===== src/hw/stack_cpu_pkg.sv =====
// stack cpu package: word types, instruction encodings, loader states, port structs
package stack_cpu_pkg;

    ////////////////////////////////////////
    // widths with a meaning

    typedef logic [31:0] word_t;        // tos, nos and stack entries
    typedef logic [15:0] insn_t;        // one instruction, one code word
    typedef logic [10:0] code_addr_t;   // code memory word address
    typedef logic [7:0]  stack_addr_t;  // data or return stack pointer
    typedef logic [10:0] io_sel_t;      // insn[10:0] on i/o instructions

    ////////////////////////////////////////
    // instruction set
    // 0iii_iiii_iiii_iiii  push 15-bit literal
    // 100p_pppp_R...       alu group, R = return
    // 1010/1011 + dest     call, branch, bz, bnz
    // 1100..1110 + bank    rdReg, wrReg, wrEvt

    localparam insn_t       OP_NOP      = 16'h8000;
    localparam logic [7:0]  OP_DUP      = 8'h81;
    localparam logic [7:0]  OP_SWAP     = 8'h82;
    localparam logic [7:0]  OP_SWAP16   = 8'h83;
    localparam logic [7:0]  OP_OVER     = 8'h84;
    localparam logic [7:0]  OP_DROP     = 8'h85;
    localparam logic [7:0]  OP_ROT      = 8'h86;
    localparam logic [7:0]  OP_ADDI     = 8'h87;   // imm in insn[6:0]
    localparam logic [7:0]  OP_ADD      = 8'h88;   // carry-in enable in insn[6]
    localparam logic [7:0]  OP_SUB      = 8'h89;
    localparam logic [7:0]  OP_AND      = 8'h8B;
    localparam logic [7:0]  OP_OR       = 8'h8C;
    localparam logic [7:0]  OP_XOR      = 8'h8D;
    localparam logic [7:0]  OP_NOT      = 8'h8E;
    localparam logic [7:0]  OP_SHL      = 8'h91;
    localparam logic [7:0]  OP_SHR      = 8'h92;   // arithmetic
    localparam logic [7:0]  OP_RDBIT    = 8'h93;   // ser bit in insn[6:5]
    localparam logic [7:0]  OP_FETCH16  = 8'h94;
    localparam logic [7:0]  OP_STORE16  = 8'h95;   // ( d a -- a+2 )
    localparam logic [7:0]  OP_R        = 8'h9C;
    localparam logic [7:0]  OP_R_FROM   = 8'h9D;
    localparam logic [7:0]  OP_TO_R     = 8'h9E;
    localparam insn_t       OP_CALL     = 16'hA000; // dest in insn[11:1]
    localparam insn_t       OP_BRANCH   = 16'hA001;
    localparam insn_t       OP_BRANCHZ  = 16'hB000;
    localparam insn_t       OP_BRANCHNZ = 16'hB001;
    localparam logic [3:0]  OP_RDREG    = 4'hC;     // bank in insn[11]
    localparam logic [3:0]  OP_WRREG    = 4'hD;
    localparam logic [3:0]  OP_WREVT    = 4'hE;

    ////////////////////////////////////////
    // loader state

    typedef enum logic {
        ST_LOAD,    // image streaming in, core held
        ST_RUN
    } cpu_state_e;

    ////////////////////////////////////////
    // grouped signals

    typedef struct packed {
        logic [2:0] rd_bit;
        logic       rd_reg;
        logic       rd_reg2;
        logic       wr_reg;
        logic       wr_reg2;
        logic       wr_evt;
        logic       wr_evt2;
    } io_strobe_t;

    typedef struct packed {
        logic       en;
        code_addr_t addr;
        insn_t      data;
    } code_wr_t;

    typedef struct packed {
        logic        we;
        stack_addr_t addr;
        word_t       din;
    } stack_port_t;

endpackage

===== src/hw/stack_cpu_core.sv =====
// stack cpu core: decode, alu, tos/nos, pc and stack pointers, i/o strobes
module stack_cpu_core
    import stack_cpu_pkg::*;
#(
    parameter int CODE_ADDR_W  = 11,
    parameter int STACK_ADDR_W = 8
) (
    input  logic        clk,
    input  logic        rst_n,
    input  logic        running,
    input  insn_t       insn,
    output code_addr_t  fetch_addr,
    output code_addr_t  data_addr,
    output code_wr_t    data_wr,
    input  insn_t       data_rd,
    output stack_port_t dstk,
    output stack_port_t rstk,
    input  word_t       dstk_dout,
    input  word_t       rstk_dout,
    input  insn_t       par,
    input  logic [2:0]  ser,
    output word_t       tos,
    output io_sel_t     io_sel,
    output io_strobe_t  strobes
);

    logic [3:0]  op4;
    logic [7:0]  op8;
    insn_t       op5;
    logic        is_push, opt_ret, opt_cin, serial, nz, jump;
    logic        inc_sp, dec_sp, inc_rp, dec_rp, dstk_wr, rstk_wr;
    logic        carry, ci, co;
    word_t       nos, add_a, add_b, sum, alu, next_tos, ret_addr;
    code_addr_t  pc, next_pc;
    stack_addr_t sp, next_sp, rp, next_rp;

    ////////////////////////////////////////
    // decode

    assign op4 = insn[15:12];
    assign op8 = insn[15:8];
    assign op5 = insn & 16'hF001;   // jump group, dest masked off

    assign is_push = ~insn[15];
    assign opt_ret = insn[7] && insn[15:13] == 3'b100;
    assign opt_cin = insn[6];

    // rdBit source bit
    assign serial = (insn[6:5] == 2'd0) ? ser[0] :
                    (insn[6:5] == 2'd1) ? ser[1] : ser[2];

    // conditions look at the low half only
    assign nz   = |tos[15:0];
    assign jump = op5 == OP_CALL || op5 == OP_BRANCH ||
                  (op5 == OP_BRANCHZ && !nz) || (op5 == OP_BRANCHNZ && nz);

    assign inc_sp = is_push || op4 == OP_RDREG || op8 == OP_DUP ||
                    op8 == OP_OVER || op8 == OP_R || op8 == OP_R_FROM;
    assign dec_sp = op4 == OP_WRREG || op5 == OP_BRANCHZ || op5 == OP_BRANCHNZ ||
                    op8 == OP_DROP || op8 == OP_ADD || op8 == OP_SUB ||
                    op8 == OP_AND || op8 == OP_OR || op8 == OP_XOR ||
                    op8 == OP_TO_R || op8 == OP_STORE16;

    assign inc_rp = op8 == OP_TO_R || op5 == OP_CALL;
    assign dec_rp = op8 == OP_R_FROM || opt_ret;

    // rot rewrites the third entry in place
    assign dstk_wr = inc_sp || op8 == OP_ROT;
    assign rstk_wr = inc_rp;

    ////////////////////////////////////////
    // alu

    // addi immediate, store16 address step, else nos
    assign add_a = (op8 == OP_ADDI)    ? word_t'(insn[6:0]) :
                   (op8 == OP_STORE16) ? word_t'(2)         : nos;
    assign add_b = (op8 == OP_SUB) ? ~tos : tos;
    assign ci    = (op8 == OP_ADD && opt_cin && carry) || op8 == OP_SUB;

    assign {co, sum} = {1'b0, add_a} + {1'b0, add_b} + 33'(ci);

    always_comb begin
        if (is_push) begin
            alu = word_t'(insn[14:0]);
        end else begin
            case (op8)
                OP_ADD, OP_ADDI,
                OP_SUB, OP_STORE16: alu = sum;
                OP_AND:             alu = nos & tos;
                OP_OR:              alu = nos | tos;
                OP_XOR:             alu = nos ^ tos;
                OP_NOT:             alu = ~tos;
                OP_SHL:             alu = {tos[30:0], 1'b0};
                OP_SHR:             alu = {tos[31], tos[31:1]};
                default:            alu = tos;
            endcase
        end
    end

    ////////////////////////////////////////
    // next tos

    always_comb begin
        case (op4)
            OP_BRANCHZ[15:12],                  // bz and bnz pop
            OP_WRREG:           next_tos = nos;
            OP_RDREG:           next_tos = word_t'(par);
            default: begin
                case (op8)
                    OP_SWAP, OP_OVER,
                    OP_DROP, OP_TO_R:   next_tos = nos;
                    OP_ROT:             next_tos = dstk_dout;
                    OP_R, OP_R_FROM:    next_tos = rstk_dout;
                    OP_SWAP16:          next_tos = {tos[15:0], tos[31:16]};
                    OP_RDBIT:           next_tos = {tos[30:0], serial};
                    OP_FETCH16:         next_tos = word_t'(data_rd);
                    default:            next_tos = alu;
                endcase
            end
        endcase
    end

    ////////////////////////////////////////
    // pc and pointers

    always_comb begin
        if (opt_ret) begin
            next_pc = rstk_dout[CODE_ADDR_W:1];
        end else if (jump) begin
            next_pc = insn[CODE_ADDR_W:1];
        end else begin
            next_pc = pc + CODE_ADDR_W'(1);
        end
    end

    assign next_sp = sp + STACK_ADDR_W'(inc_sp) - STACK_ADDR_W'(dec_sp);
    assign next_rp = rp + STACK_ADDR_W'(inc_rp) - STACK_ADDR_W'(dec_rp);

    // byte address of the word after the call
    assign ret_addr = word_t'({pc + CODE_ADDR_W'(1), 1'b0});

    always_ff @(posedge clk or negedge rst_n) begin
        if (!rst_n) begin
            pc    <= '1;
            sp    <= '0;
            rp    <= '0;
            tos   <= '0;
            nos   <= '0;
            carry <= 1'b0;
        end else begin
            // held at all ones so the first run edge wraps to 0
            pc  <= running ? next_pc : '1;
            sp  <= next_sp;
            rp  <= next_rp;
            tos <= next_tos;
            if (op8 == OP_ADD) begin
                carry <= co;
            end
            case (op8)
                OP_SWAP, OP_ROT: nos <= tos;
                default: begin
                    if (inc_sp) begin
                        nos <= tos;
                    end else if (dec_sp) begin
                        nos <= dstk_dout;
                    end
                end
            endcase
        end
    end

    ////////////////////////////////////////
    // memory ports

    assign fetch_addr = next_pc;
    // read address follows next tos so fetch16 finds data_rd ready
    assign data_addr  = next_tos[CODE_ADDR_W:1];
    assign data_wr    = '{en: op8 == OP_STORE16, addr: tos[CODE_ADDR_W:1], data: nos[15:0]};

    assign dstk = '{we: dstk_wr, addr: next_sp, din: nos};
    assign rstk = '{we: rstk_wr, addr: next_rp, din: (op5 == OP_CALL) ? ret_addr : tos};

    ////////////////////////////////////////
    // i/o strobes, one cycle each

    assign io_sel = insn[10:0];

    always_comb begin
        strobes.rd_bit[0] = op8 == OP_RDBIT && insn[6:5] == 2'd0;
        strobes.rd_bit[1] = op8 == OP_RDBIT && insn[6:5] == 2'd1;
        strobes.rd_bit[2] = op8 == OP_RDBIT && insn[6:5] == 2'd2;
        // insn[11] picks the second bank
        strobes.rd_reg    = op4 == OP_RDREG && !insn[11];
        strobes.rd_reg2   = op4 == OP_RDREG && insn[11];
        strobes.wr_reg    = op4 == OP_WRREG && !insn[11];
        strobes.wr_reg2   = op4 == OP_WRREG && insn[11];
        strobes.wr_evt    = op4 == OP_WREVT && !insn[11];
        strobes.wr_evt2   = op4 == OP_WREVT && insn[11];
    end

endmodule


===== config.mk =====
export PLATFORM = sky130hd
export DESIGN_NAME = stack_cpu_core
export DESIGN_NICKNAME = d
export VERILOG_FILES = /design/src/hw/stack_cpu_pkg.sv /design/src/hw/stack_cpu_core.sv
export SDC_FILE = /design/constraint.sdc
export NUM_CORES = 1
export LEC_CHECK = 0
export BUFFER_PORTS_ARGS = -buffer_cell sky130_fd_sc_hd__buf_4
export CAP_MARGIN = 20
export CORE_MARGIN = 1
export CORE_UTILIZATION = 51
export DETAILED_ROUTE_END_ITERATION = 6
export GPL_ROUTABILITY_DRIVEN = 0
export PLACE_DENSITY = 0.8
export REMOVE_ABC_BUFFERS = 1
export SYNTH_ARGS = -nofsm -noshare
export SYNTH_HDL_FRONTEND = slang
export SYNTH_SLANG_ARGS = --single-unit

===== constraint.sdc =====
create_clock -name clk -period 8.4 [get_ports clk]
set_clock_uncertainty 0.05 [all_clocks]
set_input_delay 0.42 -clock clk [delete_from_list [all_inputs] [get_ports clk]]
set_output_delay 0.42 -clock clk [all_outputs]
set_load 0.1 [all_outputs]

==> flow_summary.ini, run 1 <==
[run_status]
status = finished with violations
violations = DRC

[finish]
final_common_cell = buf_4
layoutNonFillerInstCount = 1855
final_cell_mix = buf_4, ha_1, nand2_1
syn_to_final_growth_pct = 20.6
final_nets = 1809
n_antenna_cell = 0
final_layout_size_suffix_gt1_frac = 0.237
fill_cells = 1849

[floorplanning]
initial_core_util = 0.526
fp-row-count = 53
fp.dieH_um = 150
die_area_um2 = 22500
ios = 302
die_w_um = 150
placeableCoreArea_um2 = 21200

[critical_path]
crit_fanout = 32
start_kind = primary input
crit_required_ps = 7930
end_kind = output port
crit_chain = buf_4, nand2b_1, or4_1, inv_1, nand2_1, buf_4, xnor2_1, fa_1, fa_1, a211oi_1, o21ai_0, a31o_2, o31ai_1, xnor2_1, a211o_1, o221ai_1, a31oi_1, buf_4
critical_path_buf_inv_count = 4
slowest_delay_ps = 690
crit_arrival_ps = 5660
worstSetupPathType = in2out
path_delay_family = compound AO/OA/AOI/OAI gates
cpMostUsedCell = buf_4
slowest_stage = or4_1

[sta]
hold_ws_ps = 243
clock.fmax_mhz = 163
worst_slew_pin_slew_ps = 1090
setup_viol = 0
slew_violations = 0
rsz0062_at_grt = false
finalSetupTns_ps = 0
finalCritPeriodShare = 0.730
min_period_ps = 6130
hold_violations = 0
slew_headroom = 0.274

[clock_network]
cts_setup_buffers = 0
tritoncts = done
clk_pin_slew_ps = 70
clk_latency_ps = 370
cts_buffers = 9
h-tree-depth = 3
clk_path_buf_depth = 2
cts-root-buf = clkbuf_16
clock-sinks = 92

[yosys]
ys_warn_count = 0
synthesis.area_um2 = 11200
synth_top_area_share = 0.181
yosysSeqAreaShare = 0.207
synth_area_leaders = dfrtp_1, ha_1, xnor2_1, a22oi_1, buf_4
avgSynthCellArea_um2 = 7.87
synth_edf_count = 0
synthCells = 1419
ys_seq_elements = 92
ys_types = 72
synth_top_cell_by_area = dfrtp_1
synth_ff_type = dfrtp_1
async_flop_share = 1.00

[power_and_ir_drop]
ir_drop_uv = 485
power.leakage_nw = 6.29
pwr_density_cell_nw_per_um2 = 365
power.total_mw = 4.92

[grt]
gr-total-overflow = 0
track_usage = 0.381
grt_first_pass_wirelength_um = 66000
grt_max_degree = 57
antenna_found_initial = 0
grt_pass1_vias = 12000

[place]
dp.cells = 1838
io_buffers = 301
hpwl_um = 30000

[route]
drt_iter0_drc = 1640
wire_per_inst_um = 23.3
drt_first_pass_iters = 7
ant_nets = 0
routed_via_density = 6.76
drcViolationCount = 4
wirelength_um = 43300
num_vias = 12500

[run]
cap_violations = 0

[min_path]
min_path_type = in2reg
## repair_timing
item / in CTS / in global routing
resized for setup: 0 / 0
hold buffers: 1 / 0
endpoints found under the hold margin: 25 / 0
setup endpoints to repair: 0 / 0
## registers in the layout, indices dropped and copies added, names as in the netlist
name   count
sp         8
nos       32
tos       32
rp         8
pc        11
carry      1
## cell usage after synthesis (all sizes together) (19+ instances only)
cell	count
ha	112
nand2	107
clkbuf	104
inv	104
dfrtp	81
buf	75
nor2	75
a21oi	68
xnor2	67
o21ai	65
a22oi	54
nor3	38
a221o	37
and2	36
nand3	36
a222oi	29
a221oi	25
nand4	25
a22o	19
## logic make-up (layout without fill, tap and decap cells)
family                     count (synthesis)  after routing  synth area share
AOI/OAI and AO/OA                        430            430             0.283
xor gates and xnor gates                  81             81            0.0635
adders and majority gates                116            116             0.133
buffers and inverters                    283            444             0.114
DFF                                       92             92             0.207
muxes                                     18             18            0.0165
and+or+nand+nor                          399            399             0.183
## metrics by stage
step / util / area, µm² / setup slack, ps
5_1_grt: 0.635 / 13500 / 2070
2_1_floorplan: - / 10300 / 1150
3_3_place_gp: 0.619 / 13100 / 2430
3_5_place_dp: 0.619 / 13100 / 2330
6_report: 0.635 / 13500 / 2270
4_1_cts: 0.635 / 13500 / 2320
## per-layer routing
layer,global-route usage,vias up,routed length (µm)
met5,0,-,0
li1,-,5497,-
met3,0.0826,199,4980
met4,0.246,0,2660
met1,0.484,5907,16600
met2,0.583,940,19100
## layout make-up
class | count | area [µm²] | area share
Sequential cell | 92 | 2320 | 0.172
Timing Repair Buffer | 324 | 2430 | 0.181
Tap cell | 275 | 344 | 0.0255
Clock buffer | 12 | 236 | 0.0175
Clock inverter | 4 | 97.6 | 0.00724
Multi-Input combinational cell | 1044 | 7660 | 0.568
Inverter | 104 | 390 | 0.0290
## power breakdown
| part | switching (mW) | total (mW) | leakage (nW) | internal [mW] |
|---|---|---|---|---|
| Clock | 0.203 | 0.495 | 0.157 | 0.292 |
| Sequential | 0.208 | 0.771 | 1.11 | 0.563 |
| Combinational | 2.80 | 3.65 | 5.01 | 0.859 |
## worst register-to-register path, delay by kind of cell, from the launching register on
kind,cells,cell delay [ps]
xor gates and xnor gates,2,300
DFF,1,620
adders and majority gates,2,940
and+or+nand+nor,1,130
AOI/OAI and AO/OA,6,1900
## final timing paths
path                          start      endpoint  slack, ps  cells after the start
max                        insn[15]  data_addr[9]       2270                     18
min                         running         pc[3]        240                      2
max reg2reg                  tos[0]       tos[20]       4300                     11
min reg2reg                   sp[7]         sp[7]        550                      2
max in group asynchronous     rst_n       tos[20]       6570                      3
min in group asynchronous     rst_n         rp[5]        500                      2
Note: power is estimated with default switching activity, not from simulation.
==> run 2: changes to the inputs <==
- ABC_AREA: unset -> 1
- PLACE_DENSITY: 0.8 -> 0.82
- clock period: 8.4 -> 5.4 ns (I/O delays scaled with it)
==> flow_summary.ini, run 2 <==
[critical_path]
crit_fanout = 38
slowest_stage = buf_4
crit_required_ps = 5080
crit_arrival_ps = 4200
worstSetupPathType = in2out
critical_path_buf_inv_count = 7
start_kind = primary input
end_kind = output port
crit_chain = buf_4, inv_1, nor2_1, nand3_1, nor2_1, inv_1, nand3_1, nor3_4, buf_4, inv_2, ha_1, inv_1, ha_1, fa_1, nand3_1, and2_1, nor2_1, o21ai_0, nand2_1, xor2_1, buf_4
ff2ff_path_depth = 13
slowest_delay_ps = 470
cp.depth = 21
path_delay_family = buffers and inverters

[power_and_ir_drop]
pwr-share-seq = 0.148
p_sw_frac = 0.678
power_frac_comb = 0.758
p_clk_frac = 0.094
power.total_mw = 7.43
internal-power_mw = 2.39
power.leakage_nw = 7.96
pwr_density_cell_nw_per_um2 = 498
ir_drop_uv = 1000
power.switching_mw = 5.04

[floorplanning]
placeableCoreArea_um2 = 24200
die_w_um = 159
ios = 302
die_area_um2 = 25300
fp.dieH_um = 159
initial_core_util = 0.518
fp-row-count = 57

[clock_network]
clk_path_buf_depth = 2
clk_pin_slew_ps = 90
cts_setup_buffers = 0
clock-sinks = 92
cts-root-buf = clkbuf_16
tritoncts = done
clk_latency_ps = 380
h-tree-depth = 3
cts_buffers = 9

[finish]
syn_to_final_growth_pct = 18.6
final_nets = 2483
final_common_cell = nand2_1
largestRegisters = nos: 32 flops, tos: 32 flops, pc: 11 flops
fill_cells = 2348
layoutNonFillerInstCount = 2578
final_layout_size_suffix_gt1_frac = 0.171
final_cell_mix = nand2_1, buf_4, inv_1
n_antenna_cell = 0

[sta]
setup_viol = 0
finalCritPeriodShare = 0.837
clock.fmax_mhz = 221
worst_slew_pin_slew_ps = 1150
fin_ws_ps = 879
min_period_ps = 4520
hold_violations = 0
slew_violations = 0
slew_headroom = 0.233
rsz0062_at_grt = false
finalSetupTns_ps = 0

[grt]
grt_max_degree = 65
grt_first_pass_wirelength_um = 78200
gr-total-overflow = 0
grt_pass1_vias = 14700
track_usage = 0.391
antenna_found_initial = 0

[route]
drcViolationCount = 0
num_vias = 15400
wire_per_inst_um = 19.6
ant_nets = 0
drt_iter0_drc = 1846
routed_via_density = 5.96
wirelength_um = 50400
drt_first_pass_iters = 7

[min_path]
holdPathStages = 3
min_path_type = in2reg

[place]
io_buffers = 301
place_ws_ps = 989
dp.cells = 2559
hpwl_um = 36900

[yosys]
async_flop_share = 1.00
synthesis.area_um2 = 12600
synthCells = 2045
ys_types = 44
synth_area_leaders = nand2_1, dfrtp_1, ha_1, nand3_1, inv_1
synth_top_area_share = 0.180
synth_edf_count = 0
ys_warn_count = 0
synth_top_cell_by_area = nand2_1
synth_ff_type = dfrtp_1
ys_seq_elements = 92
avgSynthCellArea_um2 = 6.14
yosys-top-cells-count = nand2_1, inv_1, nor2_1, nand3_1, ha_1
yosysMostFrequentCell = nand2_1
yosysSeqAreaShare = 0.184

[run]
cap_violations = 0

[run_status]
status = completed
==> run 2: cell types whose count changed in the layout (fill, tap and decap cells not counted), moves of 43 or more <==
cell | before | now
nand3_1 | 36 | 218
xnor2_1 | 67 | 7
xor2_1 | 14 | 57
nor2_1 | 74 | 223
nand2_1 | 106 | 601
inv_1 | 103 | 232
==> run 2: final cells by class <==
cell class	instances	area, µm²	area share
well taps	324	405	0.0272
clock inverters	7	80.1	0.00537
clock buffers	9	225	0.0151
repair buffers	322	2430	0.163
inverters	268	1010	0.0675
multi-input cells	1556	8440	0.566
flip-flops and latches	92	2320	0.155
==> run 2: per-stage QoR <==
stage,cell area (µm²),util,hold WS (ps)
3_3_place_gp,14600,0.601,222
3_5_place_dp,14600,0.601,229
5_1_grt,14900,0.615,87.5
4_1_cts,14900,0.614,87.2
6_report,14900,0.615,83.3
2_1_floorplan,11800,-,-75.6
==> run 2: metal layers <==
layer / GRT usage / part of all wire / vias to the layer above
met5: 0 / 0 / -
met4: 0.269 / 0.071 / 0
met3: 0.114 / 0.12 / 261
met2: 0.615 / 0.44 / 1094
met1: 0.461 / 0.37 / 6980
li1: - / - / 7019
==> run 2: worst paths after layout <==
path	start	endpoint	slack (ps)
setup / recovery	insn[15]	dstk[38]	880
hold / removal	dstk_dout[9]	nos[9]	80
setup reg to reg	tos[0]	tos[12]	1570
hold reg to reg	carry	carry	500
max in group asynchronous	rst_n	tos[29]	3730
min in group asynchronous	rst_n	tos[5]	380
==> run 2: cells by family (layout without fill, tap and decap cells) <==
logic type	Yosys count	count (layout)	share of synthesized area
xor+xnor	64	64	0.0446
buf+inv	397	606	0.145
simple gates	1118	1118	0.375
flops	92	92	0.184
compound gates	258	258	0.133
fa+ha+maj	116	116	0.118
==> run 2: power groups by stage <==
stage                     combinational [mW]  sequential, mW  clock, mW
final                                   5.63            1.10      0.697
after global placement                  5.50            1.09          0
after detailed placement                5.58            1.10          0
after CTS                               5.59            1.09      0.688
after floorplan                         3.54            1.87          0
after global routing                    5.89            1.12      0.714
==> run 2: tightest hold or removal path, delay by kind of cell <==
family | cells | cell delay [ps]
buffers and inverters | 1 | 80
AOI/OAI and AO/OA | 1 | 80
and+or+nand+nor | 1 | 40
==> run 2: timing repair <==
| item | 4_1_cts | 5_1_grt |
|---|---|---|
| hold buffers | 1 | 0 |
| gates resized for setup | 0 | 0 |
| endpoints found under the hold margin | 34 | 0 |
