### src/hw/stack_cpu_pkg.sv
// stack cpu package: word types, instruction encodings, loader states, port structs
package stack_cpu_pkg;

    ////////////////////////////////////////
    // widths with a meaning

    typedef logic [31:0] word_t;        // tos, nos and stack entries
    typedef logic [15:0] insn_t;        // one instruction, one code word
    typedef logic [10:0] code_addr_t;   // code memory word address
    typedef logic [7:0]  stack_addr_t;  // data or return stack pointer
    typedef logic [10:0] io_sel_t;      // insn[10:0] on i/o instructions

    ////////////////////////////////////////
    // instruction set
    // 0iii_iiii_iiii_iiii  push 15-bit literal
    // 100p_pppp_R...       alu group, R = return
    // 1010/1011 + dest     call, branch, bz, bnz
    // 1100..1110 + bank    rdReg, wrReg, wrEvt

    localparam insn_t       OP_NOP      = 16'h8000;
    localparam logic [7:0]  OP_DUP      = 8'h81;
    localparam logic [7:0]  OP_SWAP     = 8'h82;
    localparam logic [7:0]  OP_SWAP16   = 8'h83;
    localparam logic [7:0]  OP_OVER     = 8'h84;
    localparam logic [7:0]  OP_DROP     = 8'h85;
    localparam logic [7:0]  OP_ROT      = 8'h86;
    localparam logic [7:0]  OP_ADDI     = 8'h87;   // imm in insn[6:0]
    localparam logic [7:0]  OP_ADD      = 8'h88;   // carry-in enable in insn[6]
    localparam logic [7:0]  OP_SUB      = 8'h89;
    localparam logic [7:0]  OP_AND      = 8'h8B;
    localparam logic [7:0]  OP_OR       = 8'h8C;
    localparam logic [7:0]  OP_XOR      = 8'h8D;
    localparam logic [7:0]  OP_NOT      = 8'h8E;
    localparam logic [7:0]  OP_SHL      = 8'h91;
    localparam logic [7:0]  OP_SHR      = 8'h92;   // arithmetic
    localparam logic [7:0]  OP_RDBIT    = 8'h93;   // ser bit in insn[6:5]
    localparam logic [7:0]  OP_FETCH16  = 8'h94;
    localparam logic [7:0]  OP_STORE16  = 8'h95;   // ( d a -- a+2 )
    localparam logic [7:0]  OP_R        = 8'h9C;
    localparam logic [7:0]  OP_R_FROM   = 8'h9D;
    localparam logic [7:0]  OP_TO_R     = 8'h9E;
    localparam insn_t       OP_CALL     = 16'hA000; // dest in insn[11:1]
    localparam insn_t       OP_BRANCH   = 16'hA001;
    localparam insn_t       OP_BRANCHZ  = 16'hB000;
    localparam insn_t       OP_BRANCHNZ = 16'hB001;
    localparam logic [3:0]  OP_RDREG    = 4'hC;     // bank in insn[11]
    localparam logic [3:0]  OP_WRREG    = 4'hD;
    localparam logic [3:0]  OP_WREVT    = 4'hE;

    ////////////////////////////////////////
    // loader state

    typedef enum logic {
        ST_LOAD,    // image streaming in, core held
        ST_RUN
    } cpu_state_e;

    ////////////////////////////////////////
    // grouped signals

    typedef struct packed {
        logic [2:0] rd_bit;
        logic       rd_reg;
        logic       rd_reg2;
        logic       wr_reg;
        logic       wr_reg2;
        logic       wr_evt;
        logic       wr_evt2;
    } io_strobe_t;

    typedef struct packed {
        logic       en;
        code_addr_t addr;
        insn_t      data;
    } code_wr_t;

    typedef struct packed {
        logic        we;
        stack_addr_t addr;
        word_t       din;
    } stack_port_t;

endpackage
### src/hw/boot_loader.sv
// boot loader: writes the streamed program image into code memory, then starts the core
module boot_loader
    import stack_cpu_pkg::*;
#(
    parameter int CODE_ADDR_W = 11
) (
    input  logic     clk,
    input  logic     rst_n,
    input  logic     load_valid,
    input  logic     load_last,
    input  insn_t    par,
    output code_wr_t code_wr,
    output logic     running
);

    cpu_state_e state;
    code_addr_t load_addr;

    // one write per sampled word, only while loading
    assign code_wr = '{
        en:   (state == ST_LOAD) && load_valid,
        addr: load_addr,
        data: par
    };

    always_ff @(posedge clk or negedge rst_n) begin
        if (!rst_n) begin
            state     <= ST_LOAD;
            load_addr <= '0;
            running   <= 1'b0;
        end else begin
            // one edge behind the state change
            running <= (state == ST_RUN);
            if (code_wr.en) begin
                load_addr <= load_addr + CODE_ADDR_W'(1);
                // last word written on this edge
                if (load_last) begin
                    state <= ST_RUN;
                end
            end
        end
    end

endmodule

### config.mk
export PLATFORM = sky130hd
export DESIGN_NAME = boot_loader
export DESIGN_NICKNAME = d
export VERILOG_FILES = /design/src/hw/stack_cpu_pkg.sv /design/src/hw/boot_loader.sv
export SDC_FILE = /design/constraint.sdc
export NUM_CORES = 1
export LEC_CHECK = 0
export BUFFER_PORTS_ARGS = -buffer_cell sky130_fd_sc_hd__buf_2
export CORE_ASPECT_RATIO = 1.2
export CORE_MARGIN = 4
export CORE_UTILIZATION = 43
export CTS_CLUSTER_DIAMETER = 200
export DETAILED_ROUTE_END_ITERATION = 12
export PLACE_DENSITY = 0.8
export SLEW_MARGIN = 40
export SYNTH_ARGS = -nofsm -noshare
export SYNTH_HDL_FRONTEND = slang
export SYNTH_SLANG_ARGS = --single-unit
### constraint.sdc
create_clock -name clk -period 2.9 [get_ports clk]
set_input_delay 0.87 -clock clk [delete_from_list [all_inputs] [get_ports clk]]
set_output_delay 0.87 -clock clk [all_outputs]
set_load 0.01 [all_outputs]
==> flow_summary.yaml, run 1 <==
pwr:
  static-leakage-power_nw: 0.374
  power_density_nw_per_um2: 561
  cellInternalPower_uw: 286
  net-switching-power_uw: 115
  maximum_resistive_drop_on_vdd_v: 0.000360
  combinational_share_of_power_pct: 16.9
  net_switching_share_of_the_total_power_pct: 28.6
  total_power_uw: 401
  clock_power_share_pct: 27.2
  pwr-share-seq_pct: 55.9
hold_path:
  hold_path_class: "register to register"
  instance_count_along_the_most_critical_hold_path: 0
synthesis:
  post_synth_num_cell_types: 19
  async_flop_share_pct: 100
  synth_top_cell_area_share_pct: 45.2
  syn_avg_cell_area_sq_um: 11.2
  synth_area_sq_um: 719
  synth_enable_flop_cells: 0
  netlist.top_cell.by_area: "dfrtp_1"
  synthTopCellsByArea: "dfrtp_1, buf_4, xnor2_1, nor4_4, xor2_1"
  synthCells: 64
  synth_sequential_area_ratio_pct: 45.2
  top_cell_types_by_occurrence_after_synthesis: "buf_4, dfrtp_1, nand2_1, xnor2_1"
  yosys.cell_count.top_type: "buf_4"
  synth_nets: 85
  synth_seq_cells: 13
  yosysWarnings: 0
  ys_dominant_reg_cell: "dfrtp_1"
layout:
  final_layout_size_suffix_gt1_share_pct: 34.3
  num-nets-final: 89
  final_cells: 84
  layout_filler_cell_count: 145
  multi_input_comb_area_sq_um: 259
  stdcell_area_sq_um: 716
  area_delta_synth_final_pct: -0.522
  n_antenna_cell: 0
  layout.area.seq_sq_um: 325
drt:
  via_count: 434
  first_pass_iters: 3
  detail_route.vias_per_cell: 5.17
  post_drt_wl_per_cell_microns: 13.4
  route.final.wire_length_microns: 1120
  drt_first_iter_violations: 5
  drc_errors: 0
  postRouteAntennaNets: 0
floorplanning:
  initial_core_util_pct: 47.9
  io-pin-count: 49
  die_h_microns: 52.8
  die-area_sq_um: 2390
  die_width_microns: 45.3
  core_area_sq_um: 1500
  row_count: 15
sta:
  slew_violations: 0
  layout_min_cycle_time_ns: 2.20
  fin_worst_skew_ns: 0.00374
  setup-tns-final_ns: 0
  worst_pin_slew_ns: 0.292
  period_share_pct: 75.8
  hold_viol: 0
  setup_violations: 0
  grt_setup_unrepaired: "false"
  slew-limit-headroom_pct: 80.5
  max_clock_freq_mhz: 455
clock_network:
  cts_buffer_depth: 2
  htreeDepth: 1
  clock_tree.root_cell: "clkbuf_4"
  post_cts_resize_count: 0
  ctsHoldBuffers: 0
  cts_setup_buffers: 0
  numClockSinks: 13
  clock_buffer_count_from_cts: 3
  clock_insertion_delay_worst_skew_ns: 0.27
  tritoncts: "built"
  clk_transition_reported_paths_ns: 0.07
global_routing:
  globalRoute.totalOverflow: 0
  grt_pass1_wl_microns: 1880
  groute.usage.overall_pct: 11.5
  antenna_found_initial: 0
  grt_start_max_net_pins: 14
  vias_in_the_first_global_route: 429
place:
  placed_cell_area_sq_um: 689
  placedCellCount: 80
  routabilityCongestion: 0.767
  io_buffer_count: 16
  dp_hpwl_microns: 893
worst_setup_path:
  path_class: "primary input to output pin"
  worst-r2r-cell-count: 4
  crit_path_start_kind: "primary input"
  crit_path_max_fanout: 7
  timing.critical_path.to_type: "output pin"
  cp_data_required_time_ns: 2.03
  arrival_ns: 1.33
job:
  max-cap-violations: 0
run_status:
  result_of_the_run: "completed"
==> routing by layer <==
| layer | routed length [microns] | track usage (%) | up-vias |
|---|---|---|---|
| met2 | 510 | 16.5 | 20 |
| met1 | 447 | 12.9 | 206 |
| li1 | - | - | 203 |
| met4 | 41 | 11.7 | 0 |
| met5 | 0 | 0 | - |
| met3 | 124 | 3.44 | 5 |
==> layout by cell type, fill, tap and decap left out, types with 2 or more instances in the layout <==
master / synthesis / routed
xor2_1: 4 / 4
xnor2_1: 6 / 6
dfrtp_1: 13 / 13
nand2_1: 6 / 6
buf_2: 0 / 16
nand3_1: 4 / 4
nand4_1: 2 / 2
clkbuf_4: 0 / 3
nor4_4: 2 / 2
==> logic make-up (layout without fill, tap and decap cells) <==
| family | after synthesis | count (layout) | share of synthesized area, % |
|---|---|---|---|
| AND/OR/NAND/NOR | 21 | 21 | 21.0 |
| AO/OA/AOI/OAI | 1 | 1 | 1.04 |
| adder cells (fa/ha/maj) | 1 | 1 | 1.74 |
| XOR/XNOR | 10 | 10 | 12.2 |
| flip-flops | 13 | 13 | 45.2 |
| buffers and inverters | 18 | 21 | 18.8 |
==> per-stage QoR <==
step	hold WS, ns	util, %	setup slack, ns
global placement	0.412	45.9	0.714
finish	0.435	47.7	0.702
CTS	0.436	47.7	0.698
global route	0.449	47.7	0.661
detailed placement	0.423	45.9	0.702
floorplan	0.390	-	0.910
==> state kept, by name, summed over array words and instances (netlist names) <==
register and flops:
running 1, state 1, load_addr 11
==> cell type report <==
cell class                      instances  share of cell area [%]
Clock buffer                            4                    3.67
Inverter                                1                   0.524
Multi-Input combinational cell         33                    36.2
Sequential cell                        13                    45.5
Tap cell                               17                    2.97
Timing Repair Buffer                   16                    11.2
==> power groups by stage <==
stage / registers (mW) / logic (mW) / clock network [mW]
after floorplan: 0.235 / 0.0502 / 0
after global placement: 0.228 / 0.0678 / 0
after detailed placement: 0.229 / 0.0697 / 0
after CTS: 0.225 / 0.0700 / 0.113
after global routing: 0.228 / 0.0795 / 0.122
final: 0.224 / 0.0678 / 0.109
==> critical path, stage by stage <==
cell and delay (ns):
buf_2 0.13, nand2b_4 0.13, inv_2 0.06, buf_2 0.14
==> worst paths after layout <==
path / start / to / slack, ns
setup / recovery: load_valid / code_wr[27] / 0.70
hold / removal: state$_DFFE_PN0P_ / running$_DFF_PN0_ / 0.44
setup reg to reg: load_addr[1]$_DFFE_PN0P_ / load_addr[10]$_DFFE_PN0P_ / 1.56
hold reg to reg: state$_DFFE_PN0P_ / running$_DFF_PN0_ / 0.44
max in group asynchronous: rst_n / load_addr[8]$_DFFE_PN0P_ / 2.21
min in group asynchronous: rst_n / load_addr[2]$_DFFE_PN0P_ / 0.47
Note: power is estimated with default switching activity, not from simulation.
==> run 2, diff against run 1 <==
--- a/config.mk
+++ b/config.mk
@@ -8,10 +8,10 @@
 export BUFFER_PORTS_ARGS = -buffer_cell sky130_fd_sc_hd__buf_2
 export CORE_ASPECT_RATIO = 1.2
 export CORE_MARGIN = 4
-export CORE_UTILIZATION = 43
+export CORE_UTILIZATION = 40
 export CTS_CLUSTER_DIAMETER = 200
 export DETAILED_ROUTE_END_ITERATION = 12
-export PLACE_DENSITY = 0.8
+export PLACE_DENSITY = 0.75
 export SLEW_MARGIN = 40
 export SYNTH_ARGS = -nofsm -noshare
 export SYNTH_HDL_FRONTEND = slang
==> constraint.sdc (replaced) <==
create_clock -name clk -period 2.25 [get_ports clk]
set_input_delay 0.675 -clock clk [delete_from_list [all_inputs] [get_ports clk]]
set_output_delay 0.675 -clock clk [all_outputs]
set_load 0.01 [all_outputs]
==> run 2 against run 1 <==
Net effect:
- via count grew 1.2%
- die area grew 6.3%
- first-iteration DRC count grew 60%
- worst hold slack worse by 0.17 ns
- clock-buffer cell count unchanged
- critical path depth did not move
- flip-flop and latch count unchanged
- non-clock buffer count stayed put
==> flow_summary.yaml, run 2 (synthesis gave the netlist of run 1 again) <==
layout:
  number_of_flip_flops_in_the_largest_register: 11
  most_flops_register: "load_addr"
  n_antenna_cell: 0
  final_layout_size_suffix_gt1_share_pct: 34.3
  num-nets-final: 89
  area_delta_synth_final_pct: -0.348
  reg.largest.list: "load_addr: 11 flops, running: 1 flops, state: 1 flops"
  layout_filler_cell_count: 163
  final_core_utilization_pct: 43.1
  stdcell_area_sq_um: 717
  leading_cell_types_in_the_layout_fill_and_taps_excluded: "buf_2, dfrtp_1, xnor2_1, nand2_1"
  mostFrequentLayoutCell: "buf_2"
worst_setup_path:
  max_stage_delay_ns: 0.14
  critical_path.cell_chain: "buf_2 -> nand2b_4 -> inv_2 -> buf_2"
  critical_path_destination: "code_wr[27]"
  worst-r2r-cell-count: 4
  first_element_of_the_critical_path: "load_valid"
  timing.rr.start: "load_addr[0]$_DFFE_PN0P_"
  cp_data_required_time_ns: 1.57
  path_common_cell: "buf_2"
  path_class: "primary input to output pin"
  worst_path_max_delay_cell: "buf_2"
  crit_path_max_fanout: 7
  timing.critical_path.to_type: "output pin"
  arrival_ns: 1.14
  critical_path.reg2reg.endpoint: "load_addr[10]$_DFFE_PN0P_"
  r2r_setup_slack_ns: 0.88
  crit_path_start_kind: "primary input"
floorplanning:
  row_count: 16
  die-area_sq_um: 2540
  die_h_microns: 54.5
  core_area_sq_um: 1660
  io-pin-count: 49
  die_width_microns: 46.7
  initial_core_util_pct: 43.3
drt:
  post_drt_wl_per_cell_microns: 13.6
  drt_first_iter_violations: 8
  detail_route.vias_per_cell: 5.16
  top_signal_layer_used: "met4"
  route.final.wire_length_microns: 1160
  dr_wl_met3_microns: 103
  postRouteAntennaNets: 0
  via_count: 439
  drc_errors: 0
  detail_route.wirelength.met1_microns: 492
  routed-wl-met2_microns: 535
  first_pass_iters: 3
sta:
  worst_pin_slew_ns: 0.305
  slew_violations: 0
  fin_worst_skew_ns: 0.00105
  hold_ws_ns: 0.269
  hold_viol: 0
  setup_violations: 0
  layout_min_cycle_time_ns: 1.81
  max_clock_freq_mhz: 552
  setup-tns-final_ns: 0
  period_share_pct: 80.6
  slew-limit-headroom_pct: 79.6
  grt_setup_unrepaired: "false"
global_routing:
  grt_start_max_net_pins: 14
  vias_in_the_first_global_route: 422
  grt_pass1_wl_microns: 1900
  globalRoute.totalOverflow: 0
  antenna_found_initial: 0
  groute.usage.overall_pct: 10.9
clock_network:
  ctsHoldBuffers: 0
  clock_tree.root_cell: "clkbuf_4"
  numClockSinks: 13
  htreeDepth: 1
  clock_insertion_delay_worst_skew_ns: 0.27
  tritoncts: "built"
  clock_buffer_count_from_cts: 3
  clk_transition_reported_paths_ns: 0.08
  cts_setup_buffers: 0
  post_cts_resize_count: 0
  cts_buffer_depth: 2
place:
  routabilityCongestion: 0.784
  dp_hpwl_microns: 928
  placed_cell_area_sq_um: 691
  io_buffer_count: 16
job:
  max-cap-violations: 0
pwr:
  power_density_nw_per_um2: 729
  maximum_resistive_drop_on_vdd_v: 0.000438
  static-leakage-power_nw: 0.374
run_status:
  result_of_the_run: "completed"
hold_path:
  hold_path_class: "primary input to asynchronous set/reset pin"
run 2: cell counts in the layout (fill, tap and decap cells not counted):
Identical to the previous run, type by type.
run 2: area by class of cell:
cell class / count / area (sq um) / share of cell area (%)
Tap cell: 18 / 22.5 / 3.14
Sequential cell: 13 / 325 / 45.4
Timing Repair Buffer: 16 / 80.1 / 11.2
Inverter: 1 / 3.75 / 0.524
Clock buffer: 4 / 26.3 / 3.66
Multi-Input combinational cell: 33 / 259 / 36.1
run 2: how the worst min path moves through the flow:
stage,endpoint,startpoint,cells after the start
3_3_place_gp,running$_DFF_PN0_,state$_DFFE_PN0P_,0
3_5_place_dp,running$_DFF_PN0_,state$_DFFE_PN0P_,0
5_1_grt,load_addr[10]$_DFFE_PN0P_,rst_n,1
6_report,load_addr[10]$_DFFE_PN0P_,rst_n,1
4_1_cts,load_addr[10]$_DFFE_PN0P_,rst_n,1
2_1_floorplan,load_addr[0]$_DFFE_PN0P_,rst_n,0
run 2: report_power, final:
part	leakage, nW	internal [mW]	switching (mW)
clock network	0.0150	0.0687	0.0733
logic	0.202	0.0418	0.0485
registers	0.158	0.259	0.0311
run 2: critical path, delay by kind of cell:
kind | cells | cell delay [ns]
and+or+nand+nor | 1 | 0.13
buffers and inverters | 3 | 0.33
run 2: layer usage:
metal	up-vias	track usage [%]
met5	-	0
met4	0	9.68
met3	6	3.29
met2	18	14.0
met1	214	14.4
li1	201	-
run 2: metrics by stage:
stage               total power [mW]  std cells  setup WS [ns]
detailed placement             0.387         81          0.435
finish                         0.523         85          0.437
floorplan                      0.367         64          0.650
global route                   0.558         85          0.408
CTS                            0.531         85          0.435
global placement               0.381         81          0.446
==> run 3, diff against run 2 <==
==> constraint.sdc (replaced) <==
create_clock -name clk -period 1.7 [get_ports clk]
set_input_delay 0.51 -clock clk [delete_from_list [all_inputs] [get_ports clk]]
set_output_delay 0.51 -clock clk [all_outputs]
set_load 0.01 [all_outputs]
==> run 3 against run 2 <==
Net effect:
- largest cell class unchanged
- sequential power grew 32%
- global-route usage up 0.24 points
- combinational power grew 37%
- setup slack worse by 0.35 ns
- sequential share of layout area is the same
- via count increased by 0.46%
- wire length grew 4.1%
- cell area unchanged
==> flow_summary.yaml, run 3 (synthesis gave the netlist of run 1 again) <==
floorplanning:
  die-area_sq_um: 2540
  row_count: 16
  die_h_microns: 54.5
  io-pin-count: 49
  initial_core_util_pct: 43.3
  die_width_microns: 46.7
  core_area_sq_um: 1660
clock_network:
  clock_insertion_delay_worst_skew_ns: 0.27
  numClockSinks: 13
  htreeDepth: 1
  ctsHoldBuffers: 0
  cts_setup_buffers: 0
  post_cts_resize_count: 0
  clock_tree.root_cell: "clkbuf_4"
  clk_transition_reported_paths_ns: 0.08
  tritoncts: "built"
  cts_buffer_depth: 2
  clock_buffer_count_from_cts: 3
sta:
  hold_ws_ns: 0.109
  max_clock_freq_mhz: 620
  setup-tns-final_ns: 0
  hold_viol: 0
  grt_setup_unrepaired: "false"
  setup_violations: 0
  slew_violations: 0
  slew-limit-headroom_pct: 79.7
  post-route-worst-setup-slack_ns: 0.0884
  period_share_pct: 94.8
  layout_min_cycle_time_ns: 1.61
  fin_worst_skew_ns: 0.00103
  worst_pin_slew_ns: 0.303
worst_setup_path:
  path_class: "register to output pin"
  first_element_of_the_critical_path: "state$_DFFE_PN0P_"
  cp_data_required_time_ns: 1.19
  timing.rr.start: "load_addr[1]$_DFFE_PN0P_"
  timing.critical_path.to_type: "output pin"
  arrival_ns: 1.10
  crit_path_max_fanout: 7
  crit_path_start_kind: "register"
pwr:
  power_density_nw_per_um2: 970
  static-leakage-power_nw: 0.374
  maximum_resistive_drop_on_vdd_v: 0.000462
layout:
  stdcell_area_sq_um: 717
  n_antenna_cell: 0
  layout_filler_cell_count: 177
  most_flops_register: "load_addr"
  final_layout_size_suffix_gt1_share_pct: 34.3
  leading_cell_types_in_the_layout_fill_and_taps_excluded: "buf_2, dfrtp_1, xnor2_1, nand2_1"
  number_of_flip_flops_in_the_largest_register: 11
  num-nets-final: 89
  area_delta_synth_final_pct: -0.348
  mostFrequentLayoutCell: "buf_2"
  reg.largest.list: "load_addr: 11 flops, running: 1 flops, state: 1 flops"
  final_cells: 85
drt:
  drc_errors: 0
  first_pass_iters: 4
  post_drt_wl_per_cell_microns: 14.2
  drt_first_iter_violations: 6
  detail_route.vias_per_cell: 5.19
  via_count: 441
  route.final.wire_length_microns: 1210
  postRouteAntennaNets: 0
global_routing:
  grt_pass1_wl_microns: 2000
  globalRoute.totalOverflow: 0
  groute.usage.overall_pct: 11.2
  vias_in_the_first_global_route: 445
  antenna_found_initial: 0
  grt_start_max_net_pins: 14
job:
  max-cap-violations: 0
place:
  placed_cell_area_sq_um: 691
  io_buffer_count: 16
  dp_hpwl_microns: 953
  routabilityCongestion: 0.784
  dpl_worst_slack_ns: 0.215
  placedCellCount: 81
run_status:
  result_of_the_run: "completed"
hold_path:
  hold_path_class: "primary input to asynchronous set/reset pin"
-- run 3: path summary, 6_finish.rpt --
check / slack (ns) / end / depth (start not counted)
min reg2reg: 0.43 / running$_DFF_PN0_ / 0
max: 0.09 / code_wr[27] / 3
max in group asynchronous: 1.37 / load_addr[6]$_DFFE_PN0P_ / 1
min in group clk: 0.43 / running$_DFF_PN0_ / 0
max reg2reg: 0.34 / load_addr[10]$_DFFE_PN0P_ / 4
min: 0.11 / load_addr[4]$_DFFE_PN0P_ / 1
-- run 3: per-stage QoR --
| stage | util [%] | power, mW |
|---|---|---|
| after floorplan | - | 0.486 |
| after global placement | 41.6 | 0.505 |
| after detailed placement | 41.6 | 0.515 |
| after CTS | 43.1 | 0.707 |
| after global routing | 43.1 | 0.742 |
| final | 43.1 | 0.695 |
-- run 3: layout make-up --
type                            count  area (sq um)  share of cell area, %
Tap cell                           18          22.5                   3.14
Sequential cell                    13           325                   45.4
Clock buffer                        4          26.3                   3.66
Inverter                            1          3.75                  0.524
Timing Repair Buffer               16          80.1                   11.2
Multi-Input combinational cell     33           259                   36.1
-- run 3: worst max-delay path, cell delays in order (launching register included) --
cell	delay, ns
dfrtp_1	0.41
nand2b_4	0.20
inv_2	0.09
buf_2	0.13
-- run 3: report_power, final --
part / total [mW] / internal (mW) / switching, mW
Sequential: 0.383 / 0.343 / 0.0404
Clock: 0.187 / 0.0908 / 0.0967
Combinational: 0.124 / 0.0560 / 0.0682
Total: 0.695 / 0.490 / 0.205
-- run 3: per-layer routing --
layer,up-vias,part of all wire [%],GRT usage (%)
met5,-,0,0
met4,0,0.83,9.22
met3,4,9.8,3.62
met2,21,47,15.1
met1,214,42,14.1
li1,202,-,-
